[src/source/kd_tree_pkg.sv]
// Component, patch and split record types with their widths
`default_nettype none

package kd_tree_pkg;

  // Width of one unsigned patch component
  localparam int COMP_WIDTH = 11;

  // Components per query patch
  localparam int NUM_DIMS = 5;

  // Dimension selector width, enough for NUM_DIMS plus out-of-range codes
  localparam int DIM_WIDTH = 3;

  // One patch component
  typedef logic [COMP_WIDTH-1:0] component_t;

  // Whole query patch, component 0 in the low bits
  typedef component_t [NUM_DIMS-1:0] patch_t;

  // Split record held by each internal node
  typedef struct packed {
    logic [DIM_WIDTH-1:0] dim;
    component_t           threshold;
  } split_t;

endpackage

`default_nettype wire

[src/source/kd_split_loader.sv]
// Split write-address counter with wrap and one-hot node write-enable decoder
`timescale 1ns/1ps
`default_nettype none

module kd_split_loader #(
  parameter int TREE_DEPTH = 4
) (
  input  logic                          clk,
  input  logic                          rst_n,
  input  logic                          load_enable,
  input  logic                          split_valid,
  output logic [(2**TREE_DEPTH)-2:0]    node_we
);

  // Internal nodes of a complete tree with TREE_DEPTH levels
  localparam int NUM_NODES = (2**TREE_DEPTH) - 1;

  // Node numbers stay below 2^TREE_DEPTH, so TREE_DEPTH bits suffice
  localparam logic [TREE_DEPTH-1:0] LAST_NODE = TREE_DEPTH'(NUM_NODES - 1);

  logic                  wr;
  logic [TREE_DEPTH-1:0] wr_addr;

  // Write only in load phase with the strobe high
  assign wr = load_enable && split_valid;

  // Breadth-first address, steps once per write
  always_ff @(posedge clk) begin
    if (!rst_n) begin
      wr_addr <= '0;
    end else if (wr) begin
      // Back to the root after the last node
      if (wr_addr == LAST_NODE) begin
        wr_addr <= '0;
      end else begin
        wr_addr <= wr_addr + 1'b1;
      end
    end
  end

  // Address decoder, gated so no bit rises without a write
  always_comb begin
    for (int n = 0; n < NUM_NODES; n++) begin
      node_we[n] = wr && (wr_addr == TREE_DEPTH'(n));
    end
  end

endmodule

`default_nettype wire

[src/source/kd_internal_node.sv]
// Single KD-tree node with split storage and left/right valid routing
`timescale 1ns/1ps
`default_nettype none

module kd_internal_node
  import kd_tree_pkg::*;
(
  input  logic   clk,
  input  logic   rst_n,
  input  logic   wen,
  input  split_t split_in,
  input  logic   valid,
  input  patch_t patch,
  output logic   valid_left,
  output logic   valid_right
);

  split_t     split_q;
  component_t sel_comp;
  logic       go_right;

  // Stored split, zero after reset so an empty node sends everything right
  always_ff @(posedge clk) begin
    if (!rst_n) begin
      split_q <= '0;
    end else if (wen) begin
      split_q <= split_in;
    end
  end

  // Component picked by the stored dimension
  // Codes at or above NUM_DIMS fall back to component 0
  always_comb begin
    sel_comp = patch[0];
    for (int d = 1; d < NUM_DIMS; d++) begin
      if (split_q.dim == DIM_WIDTH'(d)) begin
        sel_comp = patch[d];
      end
    end
  end

  // Equal to threshold counts as right
  assign go_right = (sel_comp >= split_q.threshold);

  // Exactly one child sees the incoming valid
  assign valid_right = valid && go_right;
  assign valid_left  = valid && !go_right;

endmodule

`default_nettype wire

[src/source/kd_tree_level.sv]
// One tree depth of nodes with its patch and child-valid pipeline register
`timescale 1ns/1ps
`default_nettype none

module kd_tree_level
  import kd_tree_pkg::*;
#(
  parameter int LEVEL      = 0,
  parameter int TREE_DEPTH = 4
) (
  input  logic                      clk,
  input  logic                      rst_n,
  input  logic [(2**LEVEL)-1:0]     node_we,
  input  split_t                    split_in,
  input  patch_t                    patch_in,
  input  logic [(2**LEVEL)-1:0]     valid_in,
  output patch_t                    patch_out,
  output logic [(2**(LEVEL+1))-1:0] valid_out
);

  // Nodes at this depth
  localparam int NODES = 2**LEVEL;

  // Child valids before the register, two per node
  logic [(2*NODES)-1:0] child_valid;

  // Catch a level placed below the leaves
  if (LEVEL >= TREE_DEPTH) begin : g_bad_level
    $error("kd_tree_level: LEVEL must be below TREE_DEPTH");
  end

  // Node j feeds children 2j (left) and 2j+1 (right)
  for (genvar j = 0; j < NODES; j++) begin : g_node
    kd_internal_node u_node (
      .clk         (clk),
      .rst_n       (rst_n),
      .wen         (node_we[j]),
      .split_in    (split_in),
      .valid       (valid_in[j]),
      .patch       (patch_in),
      .valid_left  (child_valid[2*j]),
      .valid_right (child_valid[(2*j)+1])
    );
  end

  // Valid stage, cleared so nothing leaves the pipe after reset
  always_ff @(posedge clk) begin
    if (!rst_n) begin
      valid_out <= '0;
    end else begin
      valid_out <= child_valid;
    end
  end

  // Patch travels alongside its valids
  always_ff @(posedge clk) begin
    patch_out <= patch_in;
  end

endmodule

`default_nettype wire

[src/source/kd_leaf_encoder.sv]
// Leaf one-hot to index encoder with leaf-valid output
`timescale 1ns/1ps
`default_nettype none

module kd_leaf_encoder #(
  parameter int TREE_DEPTH = 4
) (
  input  logic [(2**TREE_DEPTH)-1:0] leaf_valids,
  output logic                       leaf_valid,
  output logic [TREE_DEPTH-1:0]      leaf_index
);

  localparam int LEAVES = 2**TREE_DEPTH;

  // Any leaf reached means a finished search
  assign leaf_valid = |leaf_valids;

  // Highest set bit wins; at most one is ever set
  // Zero when the vector is empty
  always_comb begin
    leaf_index = '0;
    for (int i = 0; i < LEAVES; i++) begin
      if (leaf_valids[i]) begin
        leaf_index = TREE_DEPTH'(i);
      end
    end
  end

endmodule

`default_nettype wire

[src/source/kd_tree_search.sv]
// KD-tree leaf search top level with loader, level pipeline and leaf encoder
`timescale 1ns/1ps
`default_nettype none

module kd_tree_search
  import kd_tree_pkg::*;
#(
  parameter int TREE_DEPTH = 4
) (
  input  logic                  clk,
  input  logic                  rst_n,
  input  logic                  load_enable,
  input  logic                  split_valid,
  input  split_t                split_data,
  input  logic                  query_valid,
  input  patch_t                query_patch,
  output logic                  leaf_valid,
  output logic [TREE_DEPTH-1:0] leaf_index
);

  // Per-node write enables, breadth-first order
  logic [(2**TREE_DEPTH)-2:0] node_we;

  kd_split_loader #(
    .TREE_DEPTH (TREE_DEPTH)
  ) u_loader (
    .clk         (clk),
    .rst_n       (rst_n),
    .load_enable (load_enable),
    .split_valid (split_valid),
    .node_we     (node_we)
  );

  // Level i owns nodes 2^i-1 .. 2^(i+1)-2
  for (genvar i = 0; i < TREE_DEPTH; i++) begin : g_level
    patch_t                    patch_in_w;
    logic [(2**i)-1:0]         valid_in_w;
    patch_t                    patch_out_w;
    logic [(2**(i+1))-1:0]     valid_out_w;

    if (i == 0) begin : g_root
      // Root takes the query straight from the ports
      assign patch_in_w = query_patch;
      assign valid_in_w = query_valid;
    end else begin : g_inner
      assign patch_in_w = g_level[i-1].patch_out_w;
      assign valid_in_w = g_level[i-1].valid_out_w;
    end

    kd_tree_level #(
      .LEVEL      (i),
      .TREE_DEPTH (TREE_DEPTH)
    ) u_level (
      .clk       (clk),
      .rst_n     (rst_n),
      .node_we   (node_we[(2**(i+1))-2:(2**i)-1]),
      .split_in  (split_data),
      .patch_in  (patch_in_w),
      .valid_in  (valid_in_w),
      .patch_out (patch_out_w),
      .valid_out (valid_out_w)
    );
  end

  // Last stage valids are the leaves
  kd_leaf_encoder #(
    .TREE_DEPTH (TREE_DEPTH)
  ) u_encoder (
    .leaf_valids (g_level[TREE_DEPTH-1].valid_out_w),
    .leaf_valid  (leaf_valid),
    .leaf_index  (leaf_index)
  );

endmodule

`default_nettype wire

[config.mk]
export PLATFORM = sky130hd
export DESIGN_NAME = kd_tree_search
export DESIGN_NICKNAME = d
export VERILOG_FILES = /design/src/source/kd_tree_pkg.sv /design/src/source/kd_split_loader.sv /design/src/source/kd_internal_node.sv /design/src/source/kd_tree_level.sv /design/src/source/kd_leaf_encoder.sv /design/src/source/kd_tree_search.sv
export SDC_FILE = /design/constraint.sdc
export NUM_CORES = 1
export LEC_CHECK = 0
export ABC_AREA = 1
export ABC_CLOCK_PERIOD_IN_PS = 2800
export BUFFER_PORTS_ARGS = -buffer_cell sky130_fd_sc_hd__clkbuf_2
export CORE_ASPECT_RATIO = 1.4
export CORE_MARGIN = 8
export CORE_UTILIZATION = 63
export CTS_BUF_LIST = sky130_fd_sc_hd__clkbuf_16
export CTS_CLUSTER_DIAMETER = 30
export DETAILED_ROUTE_END_ITERATION = 10
export GPL_TIMING_DRIVEN = 0
export PLACE_DENSITY = 0.8
export RECOVER_POWER = 100
export SLEW_MARGIN = 20
export SYNTH_ARGS = -nofsm -noshare
export SYNTH_HDL_FRONTEND = slang
export SYNTH_SLANG_ARGS = --single-unit
[constraint.sdc]
create_clock -name clk -period 2.8 [get_ports clk]
set_input_delay 0.42 -clock clk [delete_from_list [all_inputs] [get_ports clk]]
set_output_delay 0.42 -clock clk [all_outputs]
set_load 0.01 [all_outputs]
==> results of run 1 <==
-- cell families after synthesis --
logic type,after synthesis
buffers and inverters,506
AO/OA/AOI/OAI,1167
AND/OR/NAND/NOR,818
flip-flops,409
adder cells (fa/ha/maj),165
-- cells in the mapped netlist (15+ instances only) --
cell,count,area (um^2)
nand3_1,146,731
buf_2,54,270
inv_1,283,1060
o21ai_1,17,85.1
ha_1,165,2060
o211ai_1,291,2180
nand2_1,516,1940
dfxtp_1,409,8190
clkbuf_1,156,586
nor2_1,123,462
a21oi_1,288,1440
o21a_1,15,113
o21ai_0,539,2700
-- repair_timing --
| action | CTS |
|---|---|
| gates resized for setup | 341 |
| setup buffers | 15 |
| hold buffers | 55 |
| setup endpoints to repair | 30 |
| endpoints found under the hold margin | 55 |
| cloned | 1 |
| pin swaps | 50 |
-- layer usage --
layer / GRT usage [%] / overflow
met1: 52.2 / 1
met3: 27.4 / 0
met5: 5.23 / 0
met4: 61.1 / 3
met2: 81.0 / 2
-- through the flow --
step / util (%) / cells
floorplan: - / 3065
global placement: 66.7 / 3598
detailed placement: 66.7 / 3598
CTS: 76.5 / 3776
==> flow_summary.ini, run 1 <==
[cts]
root_buffer = clkbuf_16
cts.sinks = 409
cts_buffers = 57
h-tree-depth = 2
cts_max_path_buffers = 3

[logic_synthesis]
synth-adder-area-share_pct = 9.26
synth_nets = 3304
synth_cells = 3065
synthMuxAreaShare_pct = 0
synth.distinct_cells = 30
synth_top_family_by_area = compound AO/OA/AOI/OAI gates
async_flop_share_pct = 0
synth.avg_cell_area_um2 = 7.27
synth_ff_type = dfxtp_1
synth_compound_area_share_pct = 29.9
synth-simple-area-share_pct = 15.2
synth_area_mm2 = 0.0223
synth_warnings = 0
synth_edf_count = 0
ys_seq_area_share_pct = 36.7
synth_xor_xnor_area_share_pct = 0
synth_seq_cells = 409

[timing]
worstEndpointType = register data pin
crit_endpoint = g_level[3].u_level.valid_out[14]$_SDFF_PN0_/D

[grt]
grt_max_degree = 18
grt_remaining_overflow = 6
track_usage_pct = 55.0

[status]
haltStage = 5_1_grt
status = did not finish
stop_error = [ERROR GRT-0232] Routing congestion too high. Check the congestion heatmap in the GUI.

[floorplanning]
rows = 81
io_pins = 79
initial_core_util_pct = 63.9
die_w_um = 175
die_height_um = 239

[placement]
place_area_mm2 = 0.0232
numPortBuffers = 77
pre_cts_ws_ns = -0.642
place_congestion = 1.09
dp_hpwl_um = 69200
==> run 2, diff against run 1 <==
Settings changed: CORE_ASPECT_RATIO 1.4 to default, CORE_UTILIZATION 63 to 40, CTS_BUF_LIST sky130_fd_sc_hd__clkbuf_16 to default, CTS_CLUSTER_DIAMETER 30 to default, PLACE_DENSITY 0.8 to default, PLACE_DENSITY_LB_ADDON from default to 0.15.
==> flow_summary.ini, run 2 <==
[critical_path]
cp.required_ns = 3.25
r2r_start = g_level[2].u_level.patch_out[41]
start_kind = register
path_class = reg -> reg
crit_arrival_ns = 3.23
cp_top_family = buffers and inverters
crit_chain = clkbuf_1, o211ai_1, o21ai_0, ha_1, a21oi_1, o21a_1, and3_1, o31ai_4, buf_12, nand2_1, nor2_1
crit_path_max_fanout = 8
slowest_delay_ns = 0.75
critPathBufInv = 2
slowest_stage = clkbuf_1
end_kind = register
crit_start = g_level[2].u_level.patch_out[41]

[grt]
track_usage_pct = 29.8
grt_pass1_vias = 22494
grt_remaining_overflow = 0
grt_antenna_before_repair = 4
grt_max_degree = 14
grt_pass1_wl_um = 143000

[route]
wirelength_um = 98600
final_antenna_net_count = 0
drt_iter0_markers = 2462
drc = 0
vias_per_cell = 5.80
vias = 23648
dr.pass1.iters = 6
routedWlPerCell_um = 24.2

[timing]
hold_viol = 0
skew_ns = 0.0231
finalCritPeriodShare_pct = 99.3
rsz0062_at_grt = true
fmax_mhz = 360
worst_slew_pin_slew_ns = 1.25
hold_slack_ns = 0.0581
report.final.slew_viol_count = 0
post-route-min-period_ns = 2.78
relSlewSlack_pct = 16.9
timing.final.setup_violations = 0

[hold_path]
hp-class = in -> reg
holdCritStartpoint = query_valid

[logic_synthesis]
synth_largest_area_cell = dfxtp_1
synth.avg_cell_area_um2 = 7.27
synth_area_mm2 = 0.0223
netlist_top_cells_area = dfxtp_1 37%, o21ai_0 12%, o211ai_1 9.8%
async_flop_share_pct = 0
yosys.area.top_type_share_pct = 36.7
synth_warnings = 0
synth_cells = 3065
ys_seq_area_share_pct = 36.7
synth_nets = 3304
synthTopCellsByCount = 539 x o21ai_0, 516 x nand2_1, 409 x dfxtp_1
synth_seq_cells = 409
yosysMostFrequentCell = o21ai_0
synth.distinct_cells = 30
synth_edf_count = 0
synth_ff_type = dfxtp_1

[final_layout]
largest_reg_flops = 210
final_common_cell = nand2_1
n_fill_cell = 5559
reg.largest.list = g_level.u_level.g_node.u_node.split_q x210, g_level.u_level.patch_out x165, g_level.u_level.valid_out x30
syn_to_final_growth_pct = 21.4
final_cell_mix = 500 x nand2_1, 406 x o21ai_0, 391 x dfxtp_1, 291 x o211ai_1, 269 x inv_1
top_register = g_level.u_level.g_node.u_node.split_q
drive_above_1_share_pct = 12.7
nets = 3531
post-route-util_pct = 49.1

[power]
p_leak_nw = 10.6
powerDensity_mw_per_mm2 = 545
ir_drop_mv = 0.445

[placement]
dp_hpwl_um = 70800
numPortBuffers = 77
place_congestion = 0.980

[floorplanning]
die_w_um = 252
rows = 86
io_pins = 79
die-area_mm2 = 0.0635
die_height_um = 252
initial_core_util_pct = 40.4
core-area_mm2 = 0.0551

[cts]
cts_buffers = 48
root_buffer = clkbuf_16
cts.sinks = 409
h-tree-depth = 2
tritoncts = done
insertion_delay_ns = 0.61
cts.reportedPaths.clkPinSlew_ns = 0.06
cts_max_path_buffers = 3

[run]
maxCapViolations = 0

[status]
status = completed
-- run 2: cell counts after synthesis --
No cell type changed its count.
-- run 2: kinds of logic after synthesis --
group           Yosys count  synth area share [%]
compound gates         1167                  29.9
buf+inv                 506                  8.86
simple gates            818                  15.2
flops                   409                  36.7
fa+ha+maj               165                  9.26
-- run 2: what timing repair did --
item / in CTS / in global routing
resized for setup: 105 / 438
gates cloned: 0 / 5
setup endpoints to repair: 30 / 30
hold endpoints to repair: 55 / 0
pin swaps: 8 / 104
buffers inserted: 8 / 34
hold buffers: 55 / 0
-- run 2: where the power goes --
group / total [mW] / switching [mW] / internal [mW] / leakage (nW)
Sequential: 6.20 / 0.219 / 5.98 / 3.37
Clock: 6.49 / 2.62 / 3.87 / 0.793
Combinational: 2.05 / 1.34 / 0.714 / 6.45
Total: 14.7 / 4.18 / 10.6 / 10.6
-- run 2: stage by stage --
step                      total power, mW  area, um^2  setup TNS [ns]  setup slack [ns]  instances
after floorplan                      7.18       22300               0             0.539       3065
after global placement               7.99       23600           -9.70            -0.760       3890
after detailed placement             8.03       23600           -9.59            -0.733       3890
after CTS                            14.6       26200         -0.0240           -0.0167       4036
after global routing                 15.2       27100          -0.834            -0.116       4074
final                                14.7       27100               0            0.0198       4075
-- run 2: worst register-to-register path, cell delays in order, from the launching register on --
cell	delay [ns]
dfxtp_1	0.30
clkbuf_1	0.75
o211ai_1	0.28
o21ai_0	0.20
ha_1	0.32
a21oi_1	0.15
o21a_1	0.12
and3_1	0.19
o31ai_4	0.09
buf_12	0.15
nand2_1	0.06
nor2_1	0.03
-- run 2: final cells by class --
cell class | count | area, um^2 | share of cell area [%]
plain buffers | 212 | 1070 | 3.95
clock buffers | 61 | 1310 | 4.85
repair buffers | 179 | 1290 | 4.79
flip-flops and latches | 409 | 8210 | 30.3
inverters | 292 | 1110 | 4.11
multi-input cells | 2150 | 12800 | 47.4
diodes | 1 | 2.50 | 0.00925
well taps | 748 | 936 | 3.46
clock inverters | 23 | 297 | 1.10
-- run 2: metal layers --
metal  up-vias  share of wire, %  global-route usage [%]  wire (um)
li1      11105                 -                       -          -
met2      1111                44                    47.5      43600
met5         -                 0                       0          0
met4         0               6.3                    16.7       6250
met1     11092                41                    37.0      40200
met3       340               8.7                    6.50       8530
-- run 2: final timing paths --
path	to	slack (ns)	cells after the start
setup reg to reg	g_level[3].u_level.valid_out[7]	0.02	11
setup / recovery	g_level[3].u_level.valid_out[7]	0.02	11
hold / removal	g_level[0].u_level.valid_out[0]	0.06	3
hold reg to reg	g_level[1].u_level.patch_out[47]	0.35	0
No activity file was read; power rests on OpenSTA's default activity.
==> run 3, diff against run 2 <==
Settings changed: SYNTH_HIERARCHICAL from default to 1.
==> flow_summary.ini, run 3 <==
[final_layout]
final_cell_mix = 1100 x nand2_1, 642 x inv_1, 492 x nor2_1, 406 x dfxtp_1, 365 x nand3_1
finalInstanceArea_mm2 = 0.0305
post-route-util_pct = 45.6
largest_reg_flops = 210
n_fill_cell = 7069
nets = 4590
final_common_cell = nand2_1
final_cells = 5260
syn_to_final_growth_pct = 13.4
top_register = g_level.u_level/g_node.u_node/split_q
reg.largest.list = g_level.u_level/g_node.u_node/split_q x210, g_level.u_level/patch_out x165, g_level.u_level/valid_out x30
drive_above_1_share_pct = 12.4

[critical_path]
crit_arrival_ns = 3.10
path_class = reg -> reg
crit_start = u_loader/wr_addr[0]
cp.required_ns = 3.27
r2r_start = u_loader/wr_addr[0]
start_kind = register
end_kind = register
crit_path_max_fanout = 10

[cts]
root_buffer = clkbuf_16
h-tree-depth = 2
cts.sinks = 409
cts_buffers = 47
tritoncts = done
insertion_delay_ns = 0.61
cts.reportedPaths.clkPinSlew_ns = 0.06
postCtsSetupRepairBufs = 0
cts_max_path_buffers = 3

[timing]
report.final.slew_viol_count = 0
layout_setup_ws_ns = 0.166
hold_slack_ns = 0.151
timing.final.setup_violations = 0
rsz0062_at_grt = false
skew_ns = 0.0151
finalCritPeriodShare_pct = 94.1
relSlewSlack_pct = 38.3
post-route-min-period_ns = 2.63
hold_viol = 0
worst_slew_pin_slew_ns = 0.925
setup_tns_ns = 0
fmax_mhz = 380

[power]
pwr-share-comb_pct = 11.8
p_leak_nw = 15.5
finalPower_mw = 14.6
ir_drop_mv = 0.422
seq_power_share_pct = 43.6
sw_frac_of_total_pct = 28.5
power_frac_clock_pct = 44.5
intPower_mw = 10.5
powerDensity_mw_per_mm2 = 481
p_sw_mw = 4.18

[floorplanning]
die-area_mm2 = 0.0757
core-area_mm2 = 0.0668
io_pins = 79
die_w_um = 275
initial_core_util_pct = 40.2
die_height_um = 275
rows = 95

[placement]
dp.cells = 5120
numPortBuffers = 78
place_area_mm2 = 0.0284
pre_cts_ws_ns = -0.238
place_congestion = 0.947
dp_hpwl_um = 73000

[route]
vias = 26566
routedWlPerCell_um = 19.3
final_antenna_net_count = 0
vias_per_cell = 5.05
wirelength_um = 102000
dr.pass1.iters = 7
drt_iter0_markers = 2279
drc = 0

[hold_path]
hp-class = in -> reg
holdCritStartpoint = query_valid

[grt]
use_met1_pct = 31.9
grt_pass1_wl_um = 151000
grt_max_degree = 54
track_usage_pct = 26.4
gr-usage-met3_pct = 3.59
grt_remaining_overflow = 0
use_met2_pct = 44.4
grt-busiest-layer = met2
grt_pass1_vias = 24824
grt_antenna_before_repair = 4

[logic_synthesis]
synth_nets = 4407
synth_cells = 4168
synth.avg_cell_area_um2 = 6.45
synth_area_mm2 = 0.0269
synth_warnings = 6

[run]
maxCapViolations = 0

[status]
status = completed
run 3: worst paths after layout:
| path | to | slack (ns) | depth (start not counted) |
|---|---|---|---|
| min reg2reg | g_level[1].u_level/patch_out[41] | 0.38 | 0 |
| max | g_level[3].u_level/g_node[1].u_node/split_q[11] | 0.17 | 7 |
| max reg2reg | g_level[3].u_level/g_node[1].u_node/split_q[11] | 0.17 | 7 |
| min | g_level[0].u_level/valid_out[1] | 0.15 | 5 |
run 3: routing by layer:
metal | part of all wire, % | routed length (um)
met1 | 41 | 41300
met2 | 46 | 46600
met3 | 6.7 | 6810
met4 | 6.9 | 6960
met5 | 0.013 | 13
run 3: power by group through the flow:
stage / combinational, mW / sequential (mW) / clock, mW
floorplan: 1.05 / 6.25 / 0
finish: 1.73 / 6.39 / 6.52
global route: 1.95 / 6.39 / 6.89
CTS: 1.73 / 6.37 / 6.67
detailed placement: 1.66 / 6.50 / 0
global placement: 1.65 / 6.50 / 0
run 3: worst max-delay path, cell delays in order (launching register included):
cell and delay, ns:
dfxtp_1 0.33, inv_1 0.15, nand3_1 0.27, nor2_1 0.75, inv_1 0.36, clkbuf_1 0.31, o21ai_0 0.26, a21oi_1 0.06
run 3: layout make-up:
cell class	count	area, um^2	share of cell area [%]
Inverter	699	2620	8.61
Tap cell	873	1090	3.58
Clock inverter	22	287	0.940
Clock buffer	62	1350	4.44
Timing Repair Buffer	134	901	2.96
Buffer	168	1090	3.57
Sequential cell	409	8190	26.9
Multi-Input combinational cell	2892	14900	49.0
Antenna cell	1	2.50	0.00821
run 3: repair_timing:
| item | CTS | global route |
|---|---|---|
| pin swaps | 0 | 0 |
| endpoints found under the setup margin | 6 | 9 |
| hold buffers | 55 | 0 |
| gates resized for setup | 3 | 11 |
| endpoints found under the hold margin | 55 | 0 |
